==> src/source/husky_capture_cfg.svh <==
`ifndef HUSKY_CAPTURE_CFG_SVH
`define HUSKY_CAPTURE_CFG_SVH

// sample memory size, in adc words
`define CAP_BUF_DEPTH 256

// log2 of the depth
`define CAP_ADDR_W 8

// sample count setting, wide enough to hold the full depth
`define CAP_CNT_W 9

// downsample setting, keeps every (d+1)-th word
`define CAP_DS_W 4

`endif

==> src/source/husky_capture_pkg.sv <==
package husky_capture_pkg;

   // adc word width, data arrives already deserialized
   localparam int ADC_W = 12;

   // one conversion result, unsigned
   typedef logic [ADC_W-1:0] adc_sample_t;

   // capture sequencing
   typedef enum logic [1:0] {
      CAP_IDLE      = 2'd0, // after reset, nothing stored
      CAP_ARMED     = 2'd1, // waiting for trigger edge
      CAP_CAPTURING = 2'd2, // storing words
      CAP_DONE      = 2'd3  // buffer full, host may read
   } cap_state_e;

endpackage

==> src/source/capture_ctrl_if.sv <==
`timescale 1ns/1ps

// control path between the capture fsm and the sample timer
interface capture_ctrl_if;

   logic cnt_clear; // reload divider, zero count
   logic cnt_run;   // timer only moves while high
   logic keep_tick; // store this cycle's word
   logic last_tick; // final word of the capture, only with keep_tick

   // fsm side
   modport ctrl_mp (
      output cnt_clear,
      output cnt_run,
      input  keep_tick,
      input  last_tick
   );

   // timer side
   modport timer_mp (
      input  cnt_clear,
      input  cnt_run,
      output keep_tick,
      output last_tick
   );

endinterface

==> src/source/adc_front.sv <==
`timescale 1ns/1ps

// input stage: aligns the adc word with trigger edge detection
module adc_front import husky_capture_pkg::*; (
   input  logic        ADC_clk_fb,
   input  logic        rst_n_i,
   input  adc_sample_t adc_data_i,
   input  logic        trig_i,
   output adc_sample_t sample_o,
   output logic        trig_rise_o
);

   adc_sample_t sample_q; // word sampled at the same edge as trig_q
   logic        trig_q;   // trigger as sampled this edge
   logic        trig_qq;  // trigger one edge earlier

   // data path, one cycle of latency
   always_ff @(posedge ADC_clk_fb) begin
      sample_q <= adc_data_i;
   end

   // trigger level history
   always_ff @(posedge ADC_clk_fb) begin
      if (!rst_n_i) begin
         // load the live level on both stages
         // so a trigger held high through reset is not an edge
         trig_q  <= trig_i;
         trig_qq <= trig_i;
      end else begin
         trig_q  <= trig_i;
         trig_qq <= trig_q;
      end
   end

   // high for one cycle after the edge that first sees trig high
   // sample_o in that same cycle is the word taken at that edge
   assign trig_rise_o = trig_q & ~trig_qq;

   assign sample_o = sample_q;

endmodule

==> src/source/capture_fsm.sv <==
`timescale 1ns/1ps

// idle / armed / capturing / done sequencing
module capture_fsm import husky_capture_pkg::*; (
   input  logic            ADC_clk_fb,
   input  logic            rst_n_i,
   input  logic            arm_i,
   input  logic            trig_rise_i,
   capture_ctrl_if.ctrl_mp ctrl,
   output logic            buf_wr_o,
   output logic            buf_clear_o,
   output logic            armed_o,
   output logic            capturing_o,
   output logic            done_o
);

   cap_state_e state_q;
   cap_state_e state_d;
   logic       arm_ok;   // arm pulse that counts
   logic       trig_ok;  // trigger edge while armed
   logic       last_wr;  // final word goes in this cycle

   // arm only honored when no capture is in flight
   assign arm_ok  = arm_i && (state_q == CAP_IDLE || state_q == CAP_DONE);
   assign trig_ok = trig_rise_i && (state_q == CAP_ARMED);
   assign last_wr = ctrl.keep_tick && ctrl.last_tick;

   // clears are single cycle, same cycle as the accepted arm
   assign ctrl.cnt_clear = arm_ok;
   assign buf_clear_o    = arm_ok;

   // run already on the trigger cycle
   // so tick zero lands on the trigger word
   assign ctrl.cnt_run = trig_ok || (state_q == CAP_CAPTURING);

   // keep_tick can only fire while running
   assign buf_wr_o = ctrl.keep_tick;

   always_comb begin
      state_d = state_q; // hold by default
      case (state_q)
         CAP_IDLE, CAP_DONE: begin
            if (arm_ok) begin
               state_d = CAP_ARMED;
            end
         end
         CAP_ARMED: begin
            // a single word capture finishes on the trigger cycle
            if (trig_ok) begin
               state_d = last_wr ? CAP_DONE : CAP_CAPTURING;
            end
         end
         CAP_CAPTURING: begin
            if (last_wr) begin
               state_d = CAP_DONE; // drops cnt_run next cycle
            end
         end
         default: begin
            state_d = CAP_IDLE;
         end
      endcase
   end

   always_ff @(posedge ADC_clk_fb) begin
      if (!rst_n_i) begin
         state_q     <= CAP_IDLE;
         armed_o     <= 1'b0;
         capturing_o <= 1'b0;
         done_o      <= 1'b0;
      end else begin
         state_q     <= state_d;
         // status lags the state by one edge
         armed_o     <= (state_q == CAP_ARMED);
         capturing_o <= (state_q == CAP_CAPTURING);
         done_o      <= (state_q == CAP_DONE);
      end
   end

endmodule

==> src/source/sample_timer.sv <==
`timescale 1ns/1ps
`include "husky_capture_cfg.svh"

// downsample divider plus count of stored words
module sample_timer import husky_capture_pkg::*; (
   input  logic                  ADC_clk_fb,
   input  logic                  rst_n_i,
   input  logic [`CAP_CNT_W-1:0] num_samples_i,
   input  logic [`CAP_DS_W-1:0]  downsample_i,
   capture_ctrl_if.timer_mp      tmr
);

   localparam logic [`CAP_CNT_W-1:0] DEPTH_C = `CAP_BUF_DEPTH;

   logic [`CAP_DS_W-1:0]  div_q;    // 0..downsample_i
   logic [`CAP_CNT_W-1:0] cnt_q;    // words kept so far
   logic [`CAP_CNT_W-1:0] last_idx; // index of final word

   // effective n is num clipped to 1..depth
   always_comb begin
      if (num_samples_i == '0) begin
         last_idx = '0;
      end else if (num_samples_i > DEPTH_C) begin
         last_idx = DEPTH_C - 1'b1;
      end else begin
         last_idx = num_samples_i - 1'b1;
      end
   end

   // combinational so the first tick comes with cnt_run
   assign tmr.keep_tick = tmr.cnt_run && (div_q == '0);
   assign tmr.last_tick = tmr.keep_tick && (cnt_q == last_idx);

   always_ff @(posedge ADC_clk_fb) begin
      if (!rst_n_i || tmr.cnt_clear) begin
         div_q <= '0;
         cnt_q <= '0;
      end else if (tmr.cnt_run) begin
         if (div_q == downsample_i) begin
            div_q <= '0; // wrap, next word is kept
         end else begin
            div_q <= div_q + 1'b1;
         end
         if (tmr.keep_tick) begin
            cnt_q <= cnt_q + 1'b1;
         end
      end
   end

endmodule

==> src/source/sample_buffer.sv <==
`timescale 1ns/1ps
`include "husky_capture_cfg.svh"

// capture memory, filled in order, read back in the same order
module sample_buffer import husky_capture_pkg::*; (
   input  logic        ADC_clk_fb,
   input  logic        rst_n_i,
   input  logic        clear_i,
   input  logic        wr_i,
   input  adc_sample_t wr_data_i,
   input  logic        rd_i,
   output adc_sample_t rd_data_o,
   output logic        rd_valid_o
);

   localparam logic [`CAP_ADDR_W:0] DEPTH_C = `CAP_BUF_DEPTH;

   adc_sample_t              mem [`CAP_BUF_DEPTH]; // inferred ram
   logic [`CAP_ADDR_W-1:0]   wr_ptr_q;
   logic [`CAP_ADDR_W:0]     fill_q;   // words held, 0..depth
   logic [`CAP_ADDR_W:0]     rd_ptr_q; // one bit wider, reaches depth
   adc_sample_t              rd_data_q;
   logic                     rd_valid_q;
   logic                     wr_ok;
   logic                     rd_ok;

   // never write past full, wr_ptr would wrap
   assign wr_ok = wr_i && (fill_q != DEPTH_C);
   // clear wins over a read in the same cycle
   assign rd_ok = rd_i && !clear_i && (rd_ptr_q < fill_q);

   always_ff @(posedge ADC_clk_fb) begin
      if (wr_ok) begin
         mem[wr_ptr_q] <= wr_data_i;
      end
   end

   // pointers and fill level
   always_ff @(posedge ADC_clk_fb) begin
      if (!rst_n_i || clear_i) begin
         wr_ptr_q <= '0;
         fill_q   <= '0;
         rd_ptr_q <= '0;
      end else begin
         if (wr_ok) begin
            wr_ptr_q <= wr_ptr_q + 1'b1;
            fill_q   <= fill_q + 1'b1;
         end
         if (rd_ok) begin
            rd_ptr_q <= rd_ptr_q + 1'b1;
         end
      end
   end

   // registered readout
   always_ff @(posedge ADC_clk_fb) begin
      if (rd_ok) begin
         rd_data_q <= mem[rd_ptr_q[`CAP_ADDR_W-1:0]];
      end
   end

   always_ff @(posedge ADC_clk_fb) begin
      if (!rst_n_i) begin
         rd_valid_q <= 1'b0;
      end else begin
         rd_valid_q <= rd_ok; // low for reads past the end
      end
   end

   assign rd_data_o  = rd_data_q;
   assign rd_valid_o = rd_valid_q;

endmodule

==> src/source/husky_capture_top.sv <==
`timescale 1ns/1ps
`include "husky_capture_cfg.svh"

// adc capture subsystem, everything on the adc feedback clock
module husky_capture_top import husky_capture_pkg::*; (
   input  logic                  ADC_clk_fb,
   input  logic                  rst_n_i,
   input  logic [ADC_W-1:0]      adc_data_i,
   input  logic                  trig_i,
   input  logic                  arm_i,
   input  logic [`CAP_CNT_W-1:0] num_samples_i, // 0 means 1, clipped to depth
   input  logic [`CAP_DS_W-1:0]  downsample_i,  // keep every (d+1)-th word
   input  logic                  rd_en_i,
   output logic [ADC_W-1:0]      rd_data_o,
   output logic                  rd_valid_o,
   output logic                  armed_o,
   output logic                  capturing_o,
   output logic                  done_o
);

   adc_sample_t sample;    // registered adc word
   adc_sample_t rd_word;
   logic        trig_rise; // one cycle per trigger edge
   logic        buf_wr;
   logic        buf_clear;
   logic        buf_rd;

   capture_ctrl_if ctrl_if ();

   // host reads only count once done
   assign buf_rd = rd_en_i & done_o;

   adc_front u_adc_front (
      .ADC_clk_fb  (ADC_clk_fb),
      .rst_n_i     (rst_n_i),
      .adc_data_i  (adc_data_i),
      .trig_i      (trig_i),
      .sample_o    (sample),
      .trig_rise_o (trig_rise)
   );

   capture_fsm u_capture_fsm (
      .ADC_clk_fb  (ADC_clk_fb),
      .rst_n_i     (rst_n_i),
      .arm_i       (arm_i),
      .trig_rise_i (trig_rise),
      .ctrl        (ctrl_if.ctrl_mp),
      .buf_wr_o    (buf_wr),
      .buf_clear_o (buf_clear),
      .armed_o     (armed_o),
      .capturing_o (capturing_o),
      .done_o      (done_o)
   );

   sample_timer u_sample_timer (
      .ADC_clk_fb    (ADC_clk_fb),
      .rst_n_i       (rst_n_i),
      .num_samples_i (num_samples_i),
      .downsample_i  (downsample_i),
      .tmr           (ctrl_if.timer_mp)
   );

   sample_buffer u_sample_buffer (
      .ADC_clk_fb (ADC_clk_fb),
      .rst_n_i    (rst_n_i),
      .clear_i    (buf_clear),
      .wr_i       (buf_wr),
      .wr_data_i  (sample),
      .rd_i       (buf_rd),
      .rd_data_o  (rd_word),
      .rd_valid_o (rd_valid_o)
   );

   assign rd_data_o = rd_word;

endmodule

==> config.mk <==
export PLATFORM = sky130hd
export DESIGN_NAME = husky_capture_top
export DESIGN_NICKNAME = d
export VERILOG_FILES = /design/src/source/husky_capture_pkg.sv /design/src/source/capture_ctrl_if.sv /design/src/source/adc_front.sv /design/src/source/capture_fsm.sv /design/src/source/sample_timer.sv /design/src/source/sample_buffer.sv /design/src/source/husky_capture_top.sv
export VERILOG_INCLUDE_DIRS = /design/src /design/src/source
export SDC_FILE = /design/constraint.sdc
export NUM_CORES = 2
export LEC_CHECK = 0
export ABC_AREA = 1
export BUFFER_PORTS_ARGS = -buffer_cell sky130_fd_sc_hd__buf_4
export CORE_MARGIN = 2
export CORE_UTILIZATION = 55
export DETAILED_ROUTE_END_ITERATION = 10
export PLACE_DENSITY_LB_ADDON = 0.25
export SLEW_MARGIN = 20
export SYNTH_ARGS = -nofsm -noshare
export SYNTH_HDL_FRONTEND = slang
export SYNTH_SLANG_ARGS = --single-unit
==> constraint.sdc <==
create_clock -name ADC_clk_fb -period 5.2 [get_ports ADC_clk_fb]
set_input_delay 1.3 -clock ADC_clk_fb [delete_from_list [all_inputs] [get_ports ADC_clk_fb]]
set_output_delay 1.3 -clock ADC_clk_fb [all_outputs]
set_load 0.02 [all_outputs]
---- Word-level counts from Yosys, hierarchy flattened ----
Memories as Yosys holds them, arrays and structs flattened. A register that Yosys moved wholly into a read port is not among the register bits.
Index checks and enable logic that the tools add are counted.
storage, ports and cells
  register bits ........................... 59
  RAM bits ................................ 3,072
  input bits .............................. 30
  output and inout bits ................... 16
  logic and storage cells ................. 64
  memories ................................ 1
cells by class
  add/sub/neg operators ................... 6
  magnitude comparators ................... 2
  equal/unequal tests ..................... 9
  mux-type cells .......................... 11
  bitwise logic cells ..................... 3
  reduce and logical (&&, ||, !) cells .... 19
memory list
  name                 depth  width  rd ports  clocked after Yosys merged registers in  write ports  line                 source
  u_sample_buffer.mem  256    12     1         1                                        1            sample_buffer.sv:18  adc_sample_t mem [`CAP_BUF_DEPTH];
operator list
  kind                 number
  $add 9x1->9 const B  3
  $mux 9               2
  $eq 9x9->1           1
  $gt 9x9->1 const B   1
  $logic_not 9->1      1
  $lt 9x9->1           1
  $ne 9x9->1 const B   1
  $sub 9x1->9 const B  1
  $add 8x1->8 const B  1
  $logic_and 1x1->1    8
  $mux 2               3
  $ne 2x1->1 const B   3
  $pmux 2 s3           1
  $add 4x1->4 const B  1
  $eq 2x2->1 const B   2
  $eq 4x4->1           1
  $logic_not 4->1      1
  $mux 1               4
  $mux 4               1
  $logic_or 1x1->1     3
  $reduce_and 3->1     1
  $and 1x1->1          2
  $eq 2x1->1 const B   1
  $logic_not 1->1      2
  other kinds (4)      4

---- Depth between registers and ports, before layout ----
  depth in word-level cells ............... 10
  mapped depth ............................ 18
  mapped depth without buffers ............ 17

---- Modules after synthesis ----
Synthesis repeated with hierarchy kept, for this count alone.
unflattened totals
  cells, all modules ...................... 12,221
  area total of the unflattened synthesis .. 132,428.3 um^2
by module, submodules not included
  module             instances  cells each  area an instance (um^2)  seq. area each (um^2)
  sample_buffer      1          11,979      130,726.6                93,149.3
  sample_timer       1          178         1,087.3                  260.2
  adc_front          1          20          305.3                    280.3
  capture_fsm        1          42          301.5                    100.1
  husky_capture_top  1          2           7.5                      0.0

---- Worst setup path before layout ----
OpenSTA, ideal clock, no wires.
  kind .................................... register to register
  start point ............................. reg u_adc_front.sample_q[0] (netlist: u_adc_front.sample_o[0])
  end point ............................... mem u_sample_buffer.mem[0][0] (netlist name) (data pin)
  library setup time ...................... 0.852 ns
  data arrival time ....................... 3.382 ns
  data required time ...................... 4.348 ns
  slack ................................... 0.966 ns
  cell stages (with the launch flop) ...... 1
  path buffers ............................ 0
  clock period less this slack ............ 4.234 ns
  cell sequence ........................... dfxtp_1
RTL lines
  what                    line                 source
  from (decl)             adc_front.sv:13      adc_sample_t sample_q;
  from (signal assigned)  adc_front.sv:19      sample_q <= adc_data_i;
  to (decl)               sample_buffer.sv:18
No word-level cell before the write port.

---- Worst setup path in the final report ----
  start point ............................. reg u_capture_fsm.state_q[1]
  end point ............................... mem u_sample_buffer.mem[103][2] (netlist name), enable pin
between the ends
  longest elaborated chain between the ends .. 7
  elaborated cells on any way between the ends .. 8
  those cells by class .................... eq/ne: 2; mux: 2; reduce/logical: 4
RTL lines
  what                            line                 source
  from (decl)                     capture_fsm.sv:17    cap_state_e state_q;
  from (signal assigned)          capture_fsm.sv:71    state_q <= state_d;
  $eq 2x1->1                      capture_fsm.sv:25    assign trig_ok = trig_rise_i && (state_q == CAP_ARMED);
  $logic_and 1x1->1               capture_fsm.sv:25
  $logic_or 1x1->1 *              capture_fsm.sv:34    assign ctrl.cnt_run = trig_ok || (state_q == CAP_CAPTURING);
  $logic_and 1x1->1 *             sample_timer.sv:31   assign tmr.keep_tick = tmr.cnt_run && (div_q == '0);
  $logic_and 1x1->1 *             sample_buffer.sv:28  assign wr_ok = wr_i && (fill_q != DEPTH_C);
  $mux 1 *                        sample_buffer.sv:33  if (wr_ok) begin
  $mux 1 (not written as such) *  sample_buffer.sv:34  mem[wr_ptr_q] <= wr_data_i;
Mark *: on every way between the ends. The rest lies on a longest branch, timed or not.

==> impl_metrics.yaml <==
timing:
  finalClockSkew_ns: 0.0594
  report.final.setup_viol: 0
  maxSlewHeadroom: 0.246
  period_share: 0.832
  fmax_mhz: 231
  drv_slew: 0
  worst_slew_pin_slew_ns: 1.13
  tns_ns: 0
  hold_viol: 0
  finalCriticalPeriod_ns: 4.33
  rsz0062_at_grt: "false"
yosys:
  async_flop_share: 0
  yosys_most_used_dff: "edfxtp_1"
  syn_area_um2: 124000
  synth_cells: 9510
  ys_ff_latch: 3143
  syn_nets: 9562
  ys_top_cells_by_area: "edfxtp_1, o21ai_0, nor2_1"
  avgSynthCellArea_um2: 13.1
  yosysTopAreaCellShare: 0.745
  synth_warnings: 0
  synth.largest_area_cell: "edfxtp_1"
  synth.distinct_cells: 43
  yosysSeqAreaShare: 0.754
  synth_enable_flop_cells: 3084
global_routing:
  antenna_found_initial: 10
  grt_pass1_vias: 76764
  grt_max_degree: 205
  grt_pass1_wl_um: 504000
  grt_util_met1: 0.423
  overflow: 0
  grt_usage: 0.293
  met3_usage: 0.0546
  grt_busiest_layer: "met2"
  grtUsageMet2: 0.445
final_layout:
  layout_common_cells: "edfxtp_1, nor2_1, o21ai_0"
  final_util: 0.618
  nets: 9636
  drive_gt1_frac: 0.0957
  final_area_um2: 139000
  layout_commonest_cell: "edfxtp_1"
  synthToLayoutAreaGrowth_pct: 11.7
clocking:
  cts_hold_buf: 0
  insertion_delay_ns: 0.98
  cts_max_level: 5
  post_cts_resized: 0
  clock_path_buffers: 4
  root_buffer: "clkbuf_16"
  clkTransAtPathRegs_ns: 0.06
  cts.sink_count: 3143
  cts_tree: "built"
  post-cts-setup-buffers: 0
  numCtsBuffers: 329
die:
  die_h_um: 480
  die_w_um: 480
  ios: 46
  initial_core_util: 0.553
  die_area_um2: 230000
  fp-row-count: 174
  core_um2: 225000
setup_path:
  required_ns: 5.74
  worst_setup_path_end_kind: "flip-flop"
  path_common_cell: "nand2_2"
  critPathKind: "flip-flop to flip-flop"
  path_cells: "inv_1 > ha_1 > nand3_1 > nand2_2 > nand4_4 > inv_2 > nand2_2 > nor2_2 > nand3_2 > nor2_1"
  critical_path.max_stage_delay_ns: 1.15
  worstPathArrival_ns: 4.87
  slowest_stage: "nor2_1"
  crit_fanout: 17
  crit_path_start_kind: "flip-flop"
placement:
  port_buffers: 45
  gp_congestion: 0.896
  dp_hpwl_um: 190000
  post_dp_cell_area_um2: 129000
routing:
  vias_per_cell: 6.38
  ant_nets: 0
  wl_um: 344000
  drc: 0
  wire_per_inst_um: 26.8
  vias: 81819
  drtIter0Drc: 12661
  first_pass_iters: 6
status:
  status: "complete, no violations"
pwr:
  irDropWorstVdd_v: 0.000400
  p_leak_nw: 44.9
  p_seq_frac: 0.543
  intPower_mw: 41.0
  swShare: 0.204
  power.density_nw_per_um2: 371
  power_frac_clock: 0.433
  comb_power_share: 0.024
  p_sw_mw: 10.5
worst_hold_path:
  hold_class: "input port to flip-flop"
job:
  maxCapViolations: 0
[power by group through the flow]
stage / Combinational, mW / Clock (mW) / Sequential (mW)
floorplan: 0.422 / 0 / 28.7
global placement: 1.18 / 0 / 28.5
detailed placement: 1.20 / 0 / 28.5
CTS: 1.20 / 22.5 / 28.0
global route: 1.30 / 23.5 / 28.0
finish: 1.23 / 22.3 / 28.0
[synth_stat cells, types with 59 or more instances]
cell type	n
a21oi_1	158
clkbuf_1	326
inv_1	80
edfxtp_1	3084
nand3_1	399
dfxtp_1	59
o221ai_1	150
buf_2	252
nand2_1	483
o211ai_1	232
o21ai_0	1559
o22ai_1	446
nor2_1	2020
[cell type report]
cell class / instances / area, um2
Sequential cell: 3143 / 93900
Fill cell: 16539 / 85900
Multi-Input combinational cell: 5593 / 27000
Clock buffer: 406 / 8660
Timing Repair Buffer: 429 / 3900
Tap cell: 2992 / 3740
Clock inverter: 163 / 1390
Inverter: 88 / 373
Antenna cell: 7 / 17.5
[layer usage]
layer | wire length [um] | vias up | part of all wire
li1 | - | 35535 | -
met1 | 133000 | 40554 | 0.39
met2 | 158000 | 5025 | 0.46
met3 | 38600 | 699 | 0.11
met4 | 13800 | 6 | 0.040
met5 | 47 | - | 0.00014
[cell families after synthesis]
| group | Yosys count | share of synthesized area |
|---|---|---|
| buffers and inverters | 774 | 0.0297 |
| adders and majority gates | 22 | 0.00221 |
| xor gates and xnor gates | 6 | 0.000422 |
| and+or+nand+nor | 2986 | 0.0960 |
| DFF | 3143 | 0.754 |
| AOI/OAI and AO/OA | 2579 | 0.118 |
[sequential cells by signal (all words and copies together), names as in the netlist]
name / count
u_capture_fsm.state_q: 2
u_adc_front.trig_q: 1
u_sample_buffer.wr_ptr_q: 8
u_sample_buffer.rd_data_o: 12
u_capture_fsm.capturing_o: 1
u_sample_timer.div_q: 4
u_capture_fsm.armed_o: 1
u_sample_timer.cnt_q: 9
u_adc_front.sample_o: 12
u_adc_front.trig_qq: 1
u_sample_buffer.fill_q: 9
u_sample_buffer.rd_ptr_q: 9
u_capture_fsm.done_o: 1
u_sample_buffer.rd_valid_o: 1
u_sample_buffer.mem: 3072
[metrics by stage]
step                setup slack (ns)  instances  hold slack (ns)  power (mW)
finish                         0.875      12821            0.462        51.5
global route                   0.766      12815            0.421        52.8
CTS                            0.964      12814            0.413        51.7
detailed placement              1.02      12245            0.462        29.7
global placement                1.18      12245            0.456        29.7
floorplan                      0.966       9510            0.423        29.1
[path summary, 6_finish.rpt]
kind,depth (start not counted),startpoint,slack [ns],endpoint
min reg2reg,2,u_adc_front.trig_q$_DFF_P_,0.47,u_adc_front.trig_qq$_DFF_P_
min,1,trig_i,0.46,u_adc_front.trig_q$_DFF_P_
max reg2reg,10,u_capture_fsm.state_q[1]$_SDFFE_PN0P_,0.87,u_sample_buffer.mem[103][2]$_DFFE_PP_
max,10,u_capture_fsm.state_q[1]$_SDFFE_PN0P_,0.87,u_sample_buffer.mem[103][2]$_DFFE_PP_
[worst max-delay path: cells and delay by family, from the launching register on]
| family | cells | cell delay [ns] |
|---|---|---|
| fa+ha+maj | 1 | 0.20 |
| buf+inv | 2 | 0.25 |
| flops | 1 | 0.34 |
| simple gates | 7 | 3.08 |
No activity file was read; power rests on OpenSTA's default activity.
